<file path="config.mk">
export PLATFORM = sky130hd
export DESIGN_NAME = viterbi_top
export DESIGN_NICKNAME = d
export VERILOG_FILES = /design/src/viterbi_pkg.sv /design/src/branch_metric.sv /design/src/acs_unit.sv /design/src/survivor_memory.sv /design/src/viterbi_top.sv
export SDC_FILE = /design/constraint.sdc
export NUM_CORES = 1
export LEC_CHECK = 0
export ABC_AREA = 1
export BUFFER_PORTS_ARGS = -buffer_cell sky130_fd_sc_hd__buf_2
export CORE_MARGIN = 3
export CORE_UTILIZATION = 45
export DETAILED_ROUTE_END_ITERATION = 16
export SYNTH_ARGS = -nofsm -noshare
export SYNTH_HDL_FRONTEND = slang
export SYNTH_SLANG_ARGS = --single-unit
</file>
<file path="constraint.sdc">
create_clock -name clk -period 15.45 [get_ports clk]
set_input_delay 0 -clock clk [delete_from_list [all_inputs] [get_ports clk]]
set_output_delay 0 -clock clk [all_outputs]
set_load 0.01 [all_outputs]
</file>
<file path="src/viterbi_pkg.sv">
`default_nettype none

package viterbi_pkg;

    // rate 1/2 K=3 convolutional code with generators 7 and 5 octal
    //
    // state index is {s1, s0} where s1 is the most recent input bit and s0 the one before it
    // on a new input bit u the next state is {u, s1} and s1 becomes the older bit
    // the code symbol sent on that transition is {u ^ s1 ^ s0, u ^ s0}
    // predecessors of state {u, a} are {a, 0} and {a, 1}
    // a decision bit of 1 picks {a, 1}

    localparam int NUM_STATES  = 4;
    localparam int STATE_W     = $clog2(NUM_STATES);
    localparam int SYM_W       = 2;
    localparam int BM_W        = 2;    // hamming distance 0..2
    localparam int PM_W        = 6;    // normalized every step
    localparam int PM_INIT_BAD = 16;   // start metric for states other than 0
    localparam int TRACE_DEPTH = 16;   // survivor length, sets decode delay
    localparam int CNT_W       = $clog2(TRACE_DEPTH + 1);

    // distance from the received symbol to each code symbol
    typedef struct packed {
        logic [BM_W-1:0] dist_11;
        logic [BM_W-1:0] dist_10;
        logic [BM_W-1:0] dist_01;
        logic [BM_W-1:0] dist_00;
    } bm_vec_t;

    typedef struct packed {
        logic [NUM_STATES-1:0][PM_W-1:0] pm;   // one metric per state
    } pm_vec_t;

    typedef struct packed {
        logic [NUM_STATES-1:0] sel;   // surviving predecessor per state
    } decision_t;

    // state 0 known at frame start and the others penalized
    localparam pm_vec_t PM_START = {{(NUM_STATES - 1){PM_W'(PM_INIT_BAD)}}, PM_W'(0)};

    // code symbol for input bit u leaving state st
    function automatic logic [SYM_W-1:0] code_sym(input logic u,
                                                  input logic [STATE_W-1:0] st);
        return {u ^ st[1] ^ st[0], u ^ st[0]};
    endfunction

endpackage

`default_nettype wire

</file>
<file path="src/branch_metric.sv">
`timescale 1ns/1ps
`default_nettype none

module branch_metric
    import viterbi_pkg::*;
(
    input  wire logic             clk,
    input  wire logic             rst,
    input  wire logic             i_valid,
    input  wire logic             i_start,
    input  wire logic [SYM_W-1:0] i_sym,
    output bm_vec_t               o_bm,
    output logic                  o_bm_valid,
    output logic                  o_bm_start
);

    bm_vec_t bm_next;

    function automatic logic [BM_W-1:0] hamming(input logic [SYM_W-1:0] a,
                                                 input logic [SYM_W-1:0] b);
        logic [SYM_W-1:0] diff;
        diff = a ^ b;
        return BM_W'($countones(diff));
    endfunction

    always_comb
    begin
        bm_next.dist_00 = hamming(i_sym, 2'b00);
        bm_next.dist_01 = hamming(i_sym, 2'b01);
        bm_next.dist_10 = hamming(i_sym, 2'b10);
        bm_next.dist_11 = hamming(i_sym, 2'b11);
    end

    // distances held between strobes
    always_ff @(posedge clk)
    begin
        if (i_valid)
        begin
            o_bm <= bm_next;
        end
    end

    always_ff @(posedge clk or negedge rst)
    begin
        if (!rst)
        begin
            o_bm_valid <= 1'b0;
            o_bm_start <= 1'b0;
        end
        else
        begin
            o_bm_valid <= i_valid;              // one cycle pulse
            o_bm_start <= i_valid & i_start;    // start rides with its symbol
        end
    end

endmodule

`default_nettype wire

</file>
<file path="src/acs_unit.sv">
`timescale 1ns/1ps
`default_nettype none

module acs_unit
    import viterbi_pkg::*;
(
    input  wire logic                clk,
    input  wire logic                rst,
    input  wire bm_vec_t             i_bm,
    input  wire logic                i_bm_valid,
    input  wire logic                i_bm_start,
    output decision_t                o_dec,
    output logic                     o_dec_valid,
    output logic                     o_dec_start,
    output logic [STATE_W-1:0]       o_best_state
);

    pm_vec_t                          pm_q;
    pm_vec_t                          pm_base;
    logic [NUM_STATES-1:0][PM_W-1:0]  acs_pm;
    logic [NUM_STATES-1:0][PM_W-1:0]  norm_pm;
    logic [NUM_STATES-1:0]            acs_sel;
    logic [PM_W-1:0]                  min_pm;
    logic [STATE_W-1:0]               best;

    function automatic logic [BM_W-1:0] pick_bm(input bm_vec_t bm,
                                                 input logic [SYM_W-1:0] sym);
        case (sym)
            2'b00:   return bm.dist_00;
            2'b01:   return bm.dist_01;
            2'b10:   return bm.dist_10;
            default: return bm.dist_11;
        endcase
    endfunction

    // a start symbol runs against the initial metrics
    assign pm_base = i_bm_start ? PM_START : pm_q;

    always_comb
    begin
        logic [STATE_W-1:0] st;
        logic [STATE_W-1:0] p0;
        logic [STATE_W-1:0] p1;
        logic [PM_W-1:0]    m0;
        logic [PM_W-1:0]    m1;
        for (int s = 0; s < NUM_STATES; s++)
        begin
            st = STATE_W'(s);
            p0 = {st[0], 1'b0};
            p1 = {st[0], 1'b1};
            m0 = pm_base.pm[p0] + PM_W'(pick_bm(i_bm, code_sym(st[1], p0)));
            m1 = pm_base.pm[p1] + PM_W'(pick_bm(i_bm, code_sym(st[1], p1)));
            acs_sel[s] = (m1 < m0);              // tie keeps lower predecessor
            acs_pm[s]  = (m1 < m0) ? m1 : m0;
        end
    end

    // smallest metric and its state with ties to the lowest index
    always_comb
    begin
        min_pm = acs_pm[0];
        best   = '0;
        for (int s = 1; s < NUM_STATES; s++)
        begin
            if (acs_pm[s] < min_pm)
            begin
                min_pm = acs_pm[s];
                best   = STATE_W'(s);
            end
        end
        for (int s = 0; s < NUM_STATES; s++)
        begin
            norm_pm[s] = acs_pm[s] - min_pm;
        end
    end

    always_ff @(posedge clk or negedge rst)
    begin
        if (!rst)
        begin
            pm_q         <= PM_START;
            o_dec        <= '0;
            o_best_state <= '0;
            o_dec_valid  <= 1'b0;
            o_dec_start  <= 1'b0;
        end
        else
        begin
            o_dec_valid <= i_bm_valid;
            o_dec_start <= i_bm_valid & i_bm_start;
            if (i_bm_valid)
            begin
                pm_q.pm      <= norm_pm;
                o_dec.sel    <= acs_sel;
                o_best_state <= best;    // index of the new best metric
            end
        end
    end

endmodule

`default_nettype wire

</file>
<file path="src/survivor_memory.sv">
`timescale 1ns/1ps
`default_nettype none

module survivor_memory
    import viterbi_pkg::*;
(
    input  wire logic                clk,
    input  wire logic                rst,
    input  wire decision_t           i_dec,
    input  wire logic                i_dec_valid,
    input  wire logic                i_dec_start,
    input  wire logic [STATE_W-1:0]  i_best_state,
    output logic                     o_bit,
    output logic                     o_bit_valid
);

    logic [TRACE_DEPTH-1:0] path_q [NUM_STATES];   // newest bit at lsb
    logic [TRACE_DEPTH-1:0] path_n [NUM_STATES];
    logic [CNT_W-1:0]       sym_cnt;
    logic [CNT_W-1:0]       cnt_n;
    logic                   emit;

    // each state inherits the path of its surviving predecessor
    always_comb
    begin
        logic [STATE_W-1:0] st;
        logic [STATE_W-1:0] pred;
        for (int s = 0; s < NUM_STATES; s++)
        begin
            st   = STATE_W'(s);
            pred = {st[0], i_dec.sel[s]};
            if (i_dec_start)
            begin
                path_n[s] = {{(TRACE_DEPTH - 1){1'b0}}, st[1]};    // fresh frame
            end
            else
            begin
                path_n[s] = {path_q[pred][TRACE_DEPTH-2:0], st[1]};
            end
        end
    end

    // symbol count since start saturates at the window length
    always_comb
    begin
        if (i_dec_start)
        begin
            cnt_n = CNT_W'(1);
        end
        else if (sym_cnt == CNT_W'(TRACE_DEPTH))
        begin
            cnt_n = sym_cnt;
        end
        else
        begin
            cnt_n = sym_cnt + CNT_W'(1);
        end
    end

    assign emit = i_dec_valid && (cnt_n == CNT_W'(TRACE_DEPTH));

    always_ff @(posedge clk)
    begin
        if (i_dec_valid)
        begin
            for (int s = 0; s < NUM_STATES; s++)
            begin
                path_q[s] <= path_n[s];
            end
        end
    end

    always_ff @(posedge clk or negedge rst)
    begin
        if (!rst)
        begin
            sym_cnt     <= '0;
            o_bit_valid <= 1'b0;
            o_bit       <= 1'b0;
        end
        else
        begin
            o_bit_valid <= emit;
            if (i_dec_valid)
            begin
                sym_cnt <= cnt_n;
            end
            if (emit)
            begin
                o_bit <= path_n[i_best_state][TRACE_DEPTH-1];    // oldest bit of best path
            end
        end
    end

endmodule

`default_nettype wire

</file>
<file path="src/viterbi_top.sv">
`timescale 1ns/1ps
`default_nettype none

module viterbi_top
    import viterbi_pkg::*;
(
    input  wire logic             clk,
    input  wire logic             rst,
    input  wire logic             i_valid,
    input  wire logic             i_start,
    input  wire logic [SYM_W-1:0] i_sym,
    output logic                  o_bit,
    output logic                  o_bit_valid
);

    bm_vec_t            bm;
    logic               bm_valid;
    logic               bm_start;
    decision_t          dec;
    logic               dec_valid;
    logic               dec_start;
    logic [STATE_W-1:0] best_state;

    branch_metric branch_metric_inst (
        .clk        (clk),
        .rst        (rst),
        .i_valid    (i_valid),
        .i_start    (i_start),
        .i_sym      (i_sym),
        .o_bm       (bm),
        .o_bm_valid (bm_valid),
        .o_bm_start (bm_start)
    );

    acs_unit acs_unit_inst (
        .clk          (clk),
        .rst          (rst),
        .i_bm         (bm),
        .i_bm_valid   (bm_valid),
        .i_bm_start   (bm_start),
        .o_dec        (dec),
        .o_dec_valid  (dec_valid),
        .o_dec_start  (dec_start),
        .o_best_state (best_state)
    );

    // decoded bit three cycles after its symbol
    survivor_memory survivor_memory_inst (
        .clk          (clk),
        .rst          (rst),
        .i_dec        (dec),
        .i_dec_valid  (dec_valid),
        .i_dec_start  (dec_start),
        .i_best_state (best_state),
        .o_bit        (o_bit),
        .o_bit_valid  (o_bit_valid)
    );

endmodule

`default_nettype wire

</file>
After elaboration in Yosys (flattened, before gate mapping)

Memories as Yosys holds them, arrays and structs flattened.
Index checks and enable logic that the tools add are counted.
Widths: inputs -> output; s select.

Flip-flop bits (word level): 49
Memory bits (writable): 64
Bits of input ports: 6
Output and inout port bits: 2
Logic and storage cells: 74
Memories kept: 1

Memories:

| name                        | depth | width | read ports | clocked after Yosys merged registers in | write ports | RTL line              | source |
|---|---|---|---|---|---|---|---|
| survivor_memory_inst.path_q | 4     | 16    | 4          | 0                                       | 4           | survivor_memory.sv:17 | `logic [TRACE_DEPTH-1:0] path_q [NUM_STATES];` |

Add/sub/neg operators: 17
Magnitude comparators: 8
Equal/unequal tests: 2
Mux-type cells: 22
Bitwise gates (word level): 6
Reduce and logical (&&, ||, !) cells: 1

Operators with widths:

| kind                | number |
|---|---|
| $mux 16             | 6 |
| $add 6x2->6         | 8 |
| $lt 6x6->1          | 7 |
| $mux 6              | 7 |
| $bmux 16 s2         | 1 |
| $mux 24             | 1 |
| $sub 6x6->6         | 4 |
| $eq 5x5->1 const B  | 2 |
| $mux 5              | 2 |
| $add 1x1->2         | 4 |
| $add 5x1->5 const B | 1 |
| $mux 2              | 2 |
| $ge 3x3->1 const B  | 1 |
| $mux 1              | 3 |
| $not 2->3           | 1 |
| $and 1x1->1         | 2 |
| $not 1->1           | 2 |
| $not 2->2           | 1 |
| $logic_and 1x1->1   | 1 |

Longest topological paths before layout

Word-level depth: 11
Gate-level depth with buffers: 59
Depth with buffers taken out: 55

By module

Synthesis repeated with hierarchy kept, for this count alone.

Cell total of the unflattened synthesis: 1141
Area total of the unflattened synthesis: 8079.0 um2

By module, submodules not included:

| module          | instances | cells each | area an instance (um2) | sequential area each (um2) |
|---|---|---|---|---|
| acs_unit        | 1         | 814        | 4912.2                 | 804.5 |
| survivor_memory | 1         | 308        | 2852.7                 | 1766.7 |
| branch_metric   | 1         | 19         | 314.1                  | 230.2 |

Worst setup path after synthesis

No wires, ideal clock.

Kind: register to register
From: register branch_metric_inst.o_bm_start
To: register acs_unit_inst.pm_q[23] (netlist name)
Setup time: 0.118 ns
Data arrival time: 6.660 ns
Data required time: 15.332 ns
Slack: 8.673 ns
Stages on the path, launching flop included: 50
Buffers on the path: 4
Period minus slack after synthesis: 6.777 ns
Path through: dfrtp_1 > buf_2 > nor2_1 > ha_1 > ha_1 > or2_1 > nand2_1 > xnor2_1 > clkinv_1 > ha_1 > nand2_1 > a21oi_2 > nand2_2 > nand2_4 > inv_1 > or2_2 > o21ai_0 > ha_1 > [... 14 more ...] > nand3_2 > buf_6 > o21ai_0 > ha_1 > nand2_1 > nor2_2 > nand3_2 > nand3_4 > buf_4 > nor2_1 > a31oi_1 > ha_1 > inv_1 > nor2_1 > a21oi_1 > nand3_1 > nand3_1 > nand2_1

Word-level cells in the longest chain between the ends: 11
Elaborated cells on any way between the ends: 24
Those cells by class: add/sub: 9; order compare: 7; mux: 8

RTL lines:

| what                                  | RTL line                       | source |
|---|---|---|
| start, declared                       | branch_metric.sv:14            | `output logic o_bm_start` |
| start signal, assigned                | branch_metric.sv:53            | `o_bm_start <= i_valid & i_start;` |
| $mux 24 *                             | acs_unit.sv:37                 | `assign pm_base = i_bm_start ? PM_START : pm_q;` |
| $add 6x2->6, on equally long branches | acs_unit.sv:52, acs_unit.sv:51 |  |
| $lt 6x6->1                            | acs_unit.sv:54                 | `acs_pm[s] = (m1 < m0) ? m1 : m0;` |
| $mux 6                                | acs_unit.sv:54                 |  |
| $lt 6x6->1                            | acs_unit.sv:65                 | `if (acs_pm[s] < min_pm)` |
| $mux 6                                | acs_unit.sv:65                 |  |
| $lt 6x6->1                            | acs_unit.sv:65                 |  |
| $mux 6                                | acs_unit.sv:65                 |  |
| $lt 6x6->1                            | acs_unit.sv:65                 |  |
| $mux 6                                | acs_unit.sv:65                 |  |
| $sub 6x6->6 *                         | acs_unit.sv:73                 | `norm_pm[s] = acs_pm[s] - min_pm;` |
| end, declared                         | acs_unit.sv:18                 | `pm_vec_t pm_q;` |

Every way passes the cells marked *; elsewhere a longest branch is shown, timed or not.
A chain may end at the register's enable or synchronous reset.

Final worst setup path

From: register branch_metric_inst.o_bm_start
To: register acs_unit_inst.pm_q[10] (netlist name)

Same word-level chain as after synthesis.

==> metrics.md <==
| Metric | Value |
|---|---|
| Clock root cell | `clkbuf_16` |
| Die outline width | `between 100 and 150 microns` |
| Slowest library cell on the worst path | `dfrtp_1` |
| Worst EP arrival | `between 8 and 9 ns` |
| Share of cells above drive strength 1 | `about 8.8%` |
| CTS H-Tree Depth | `3` |
| DPL Wire Length | `roughly 16 mm` |
| Synth Register Bits | `100` |
| Routed WL per cell | `about 15 microns` |
| Final Max Tran Viols | `0` |
| DR iter-0 viols | `around 470` |
| Final nets | `~1200` |
| YS warnings | `0` |
| Total grt overflow | `0` |
| Top cells by count, synth | `nand2_1 (255), nor2_1 (160), inv_1 (150), nand3_1 (101), o21ai_0 (97)` |
| CTS buffer count | `9` |
| Mapped Cells | `approximately 1100` |
| Max Clk Rate | `approximately 0.12 GHz` |
| Number of buffers added on ports | `7` |
| Outcome | `completed` |
| Synth top area share | `22.2%` |
| Largest net degree at the start of global routing | `61` |
| Crit. End Element | `register` |
| 1st-pass router iterations | `5` |
| Final min period | `just over 8 ns` |
| Mapped Nets | `around 1200` |
| # Max-Cap Violations | `0` |
| CTS tree | `built` |
| Setup WS post-layout | `7.24 ns` |
| Post-CTS Setup Bufs | `0` |
| Io pins | `8` |
| Initial core utilization | `46.1%` |
| First-pass GRT wire length | `roughly 34 mm` |
| ANT nets after route | `0` |
| Vias per inst | `between 5 and 6` |
| Crit path required time | `roughly 16 ns` |
| Synth Cell Area | `between 7000 and 8000 sq um` |
| Setup Viol. Count Final | `0` |
| Clock Skews | `between 0.01 and 0.015 ns` |
| Final period util | `53.1%` |
| HP Class | `in -> async` |
| Worst-margin pin slew | `about 1.0 ns` |
| EDFF count, synth | `59` |
| Largest area contributor in the netlist | `edfxtp_1` |
| N_diodes | `0` |
| Number of distinct library cells after synthesis | `45` |
| Utilization after layout | `a little under 50%` |
| Clk_lat worst skew | `~0.36 ns` |
| CTS max path bufs | `2` |
| Area grow syn2layout | `7.54%` |
| Clk pin slew, worst setup/hold paths | `~0.080 ns` |
| Place WS | `7.29 ns` |
| Die span in y | `about 140 microns` |
| Synth area leaders | `edfxtp_1 (22%), nand2_1 (12%), dfrtp_1 (12%), ha_1 (8.9%), nor2_1 (7.5%)` |
| Startpoint types | `register` |
| Cts hold-fix bufs | `6` |
| Ys async rst share | `41.0%` |
| Final Hold Vio Count | `0` |
| Drt drc | `0` |
| Initial antenna violation count | `0` |
| Sequential element share of the synthesized area | `a little over a third` |
| Setup_tns | `0 ns` |
| WL final | `approximately 20 mm` |
| RSZ-0062 raised after global routing | `no` |
| GRT Total Usage | `between 20% and 30%` |
| Crit path max fanout | `21` |
| Core Rows | `48` |
| GPL Wtd Cong | `roughly 0.93` |
| Clk sinks | `100` |
| Core area | `roughly 17000 sq um` |
| Worst Setup Path Type | `reg -> reg` |
| Via count | `a little under 7000` |
| Vias in the first global route | `~6600` |
| Main flop type after synthesis | `edfxtp_1` |
| Worst stage delay on the critical path | `between 0.6 and 0.7 ns` |
| # resized after CTS | `0` |
| Total Die Area | `around 19000 sq um` |
| Count leader, synth | `nand2_1` |
| Layout fillers | `1728` |
| Rel. slew slack | `between 30 and 40%` |
| Mean post-synth cell area | `about 7.2 sq um` |
| CP dominant cell by count | `nand2_1` |
==> critical path: cells and delay by family, from the launching register on <==
family | cells | cell delay [ns]
compound gates | 6 | 2.00
xor+xnor | 1 | 0.14
buf+inv | 8 | 0.80
simple gates | 25 | 2.89
fa+ha+maj | 7 | 1.63
flops | 1 | 0.62
==> per-stage QoR <==
stage / cell area [sq um] / hold slack (ns) / instances
after global placement: 8200 / 0.213 / 1319
after floorplan: 7970 / -0.296 / 1107
after global routing: 8570 / 0.417 / 1341
after detailed placement: 8200 / 0.217 / 1319
after CTS: 8570 / 0.375 / 1341
final: 8570 / 0.328 / 1341
==> path summary, 6_finish.rpt <==
path	end	slack, ns	startpoint	cells after the start
max	acs_unit_inst.pm_q[10]$_DFFE_PN1P_	7.24	branch_metric_inst.o_bm_start$_DFF_PN0_	47
min	acs_unit_inst.pm_q[13]$_DFFE_PN0P_	0.33	rst	2
max reg2reg	acs_unit_inst.pm_q[10]$_DFFE_PN1P_	7.24	branch_metric_inst.o_bm_start$_DFF_PN0_	47
min reg2reg	acs_unit_inst.pm_q[0]$_DFFE_PN0P_	0.49	acs_unit_inst.pm_q[0]$_DFFE_PN0P_	2
max in group asynchronous	acs_unit_inst.o_dec_valid$_DFF_PN0_	14.42	rst	2
min in group clk	branch_metric_inst.o_bm_valid$_DFF_PN0_	0.40	i_valid	2
==> sequential cells by signal (all words and copies together), names as in the netlist <==
name                              cells
branch_metric_inst.o_bm_start         1
branch_metric_inst.o_bm               6
survivor_memory_inst.o_bit            1
survivor_memory_inst.path_q          53
acs_unit_inst.o_dec_valid             1
acs_unit_inst.pm_q                   24
survivor_memory_inst.sym_cnt          5
acs_unit_inst.o_dec                   4
acs_unit_inst.o_best_state            2
branch_metric_inst.o_bm_valid         1
survivor_memory_inst.o_bit_valid      1
acs_unit_inst.o_dec_start             1
==> logic make-up (layout without fill, tap and decap cells) <==
kind of cell	after synthesis	after routing	synth area share, %
and+or+nand+nor	589	589	32.9
buffers and inverters	182	191	8.98
AOI/OAI and AO/OA	148	148	10.6
DFF	100	100	35.2
adders and majority gates	57	57	8.95
xor gates and xnor gates	31	31	3.41
==> metal layers <==
metal	wire length, microns	part of all wire [%]	global-route usage, %	up-vias
met5	0	0	0	-
met4	765	3.7	7.57	0
met3	864	4.2	3.00	37
met2	9560	47	35.8	145
met1	9270	45	29.3	3099
li1	-	-	-	3590
==> layout make-up <==
| cell class | instances | area, sq um | area share (%) |
|---|---|---|---|
| multi-input combinational | 825 | 4450 | 51.9 |
| sequential | 100 | 2800 | 32.7 |
| inverter | 157 | 589 | 6.88 |
| tap | 225 | 282 | 3.29 |
| clock buffer | 9 | 225 | 2.63 |
| timing repair buffer | 18 | 133 | 1.55 |
| clock inverter | 7 | 86.3 | 1.01 |
==> placed cells by master, fill, tap and decap left out, types with 4 or more instances in the layout <==
cell	count
buf_4	5
o21a_1	5
nand4_1	7
xnor2_1	8
ha_1	57
nor2_1	160
nor2_2	4
edfxtp_1	59
dlygate4sd3_1	6
inv_1	150
o21ai_0	97
dfrtp_1	37
nor3_1	8
nand3_1	101
o21bai_1	6
inv_2	6
buf_2	7
a31oi_1	8
clkbuf_16	9
xor2_1	23
a21oi_2	4
nand3_2	16
o21ai_1	5
nand2_1	255
nand2_2	21
nand2_4	4
a21oi_1	14
or2_2	4
Power is not shown: default switching activity piles up to over one toggle a cycle in this logic, so the estimate is an artifact.
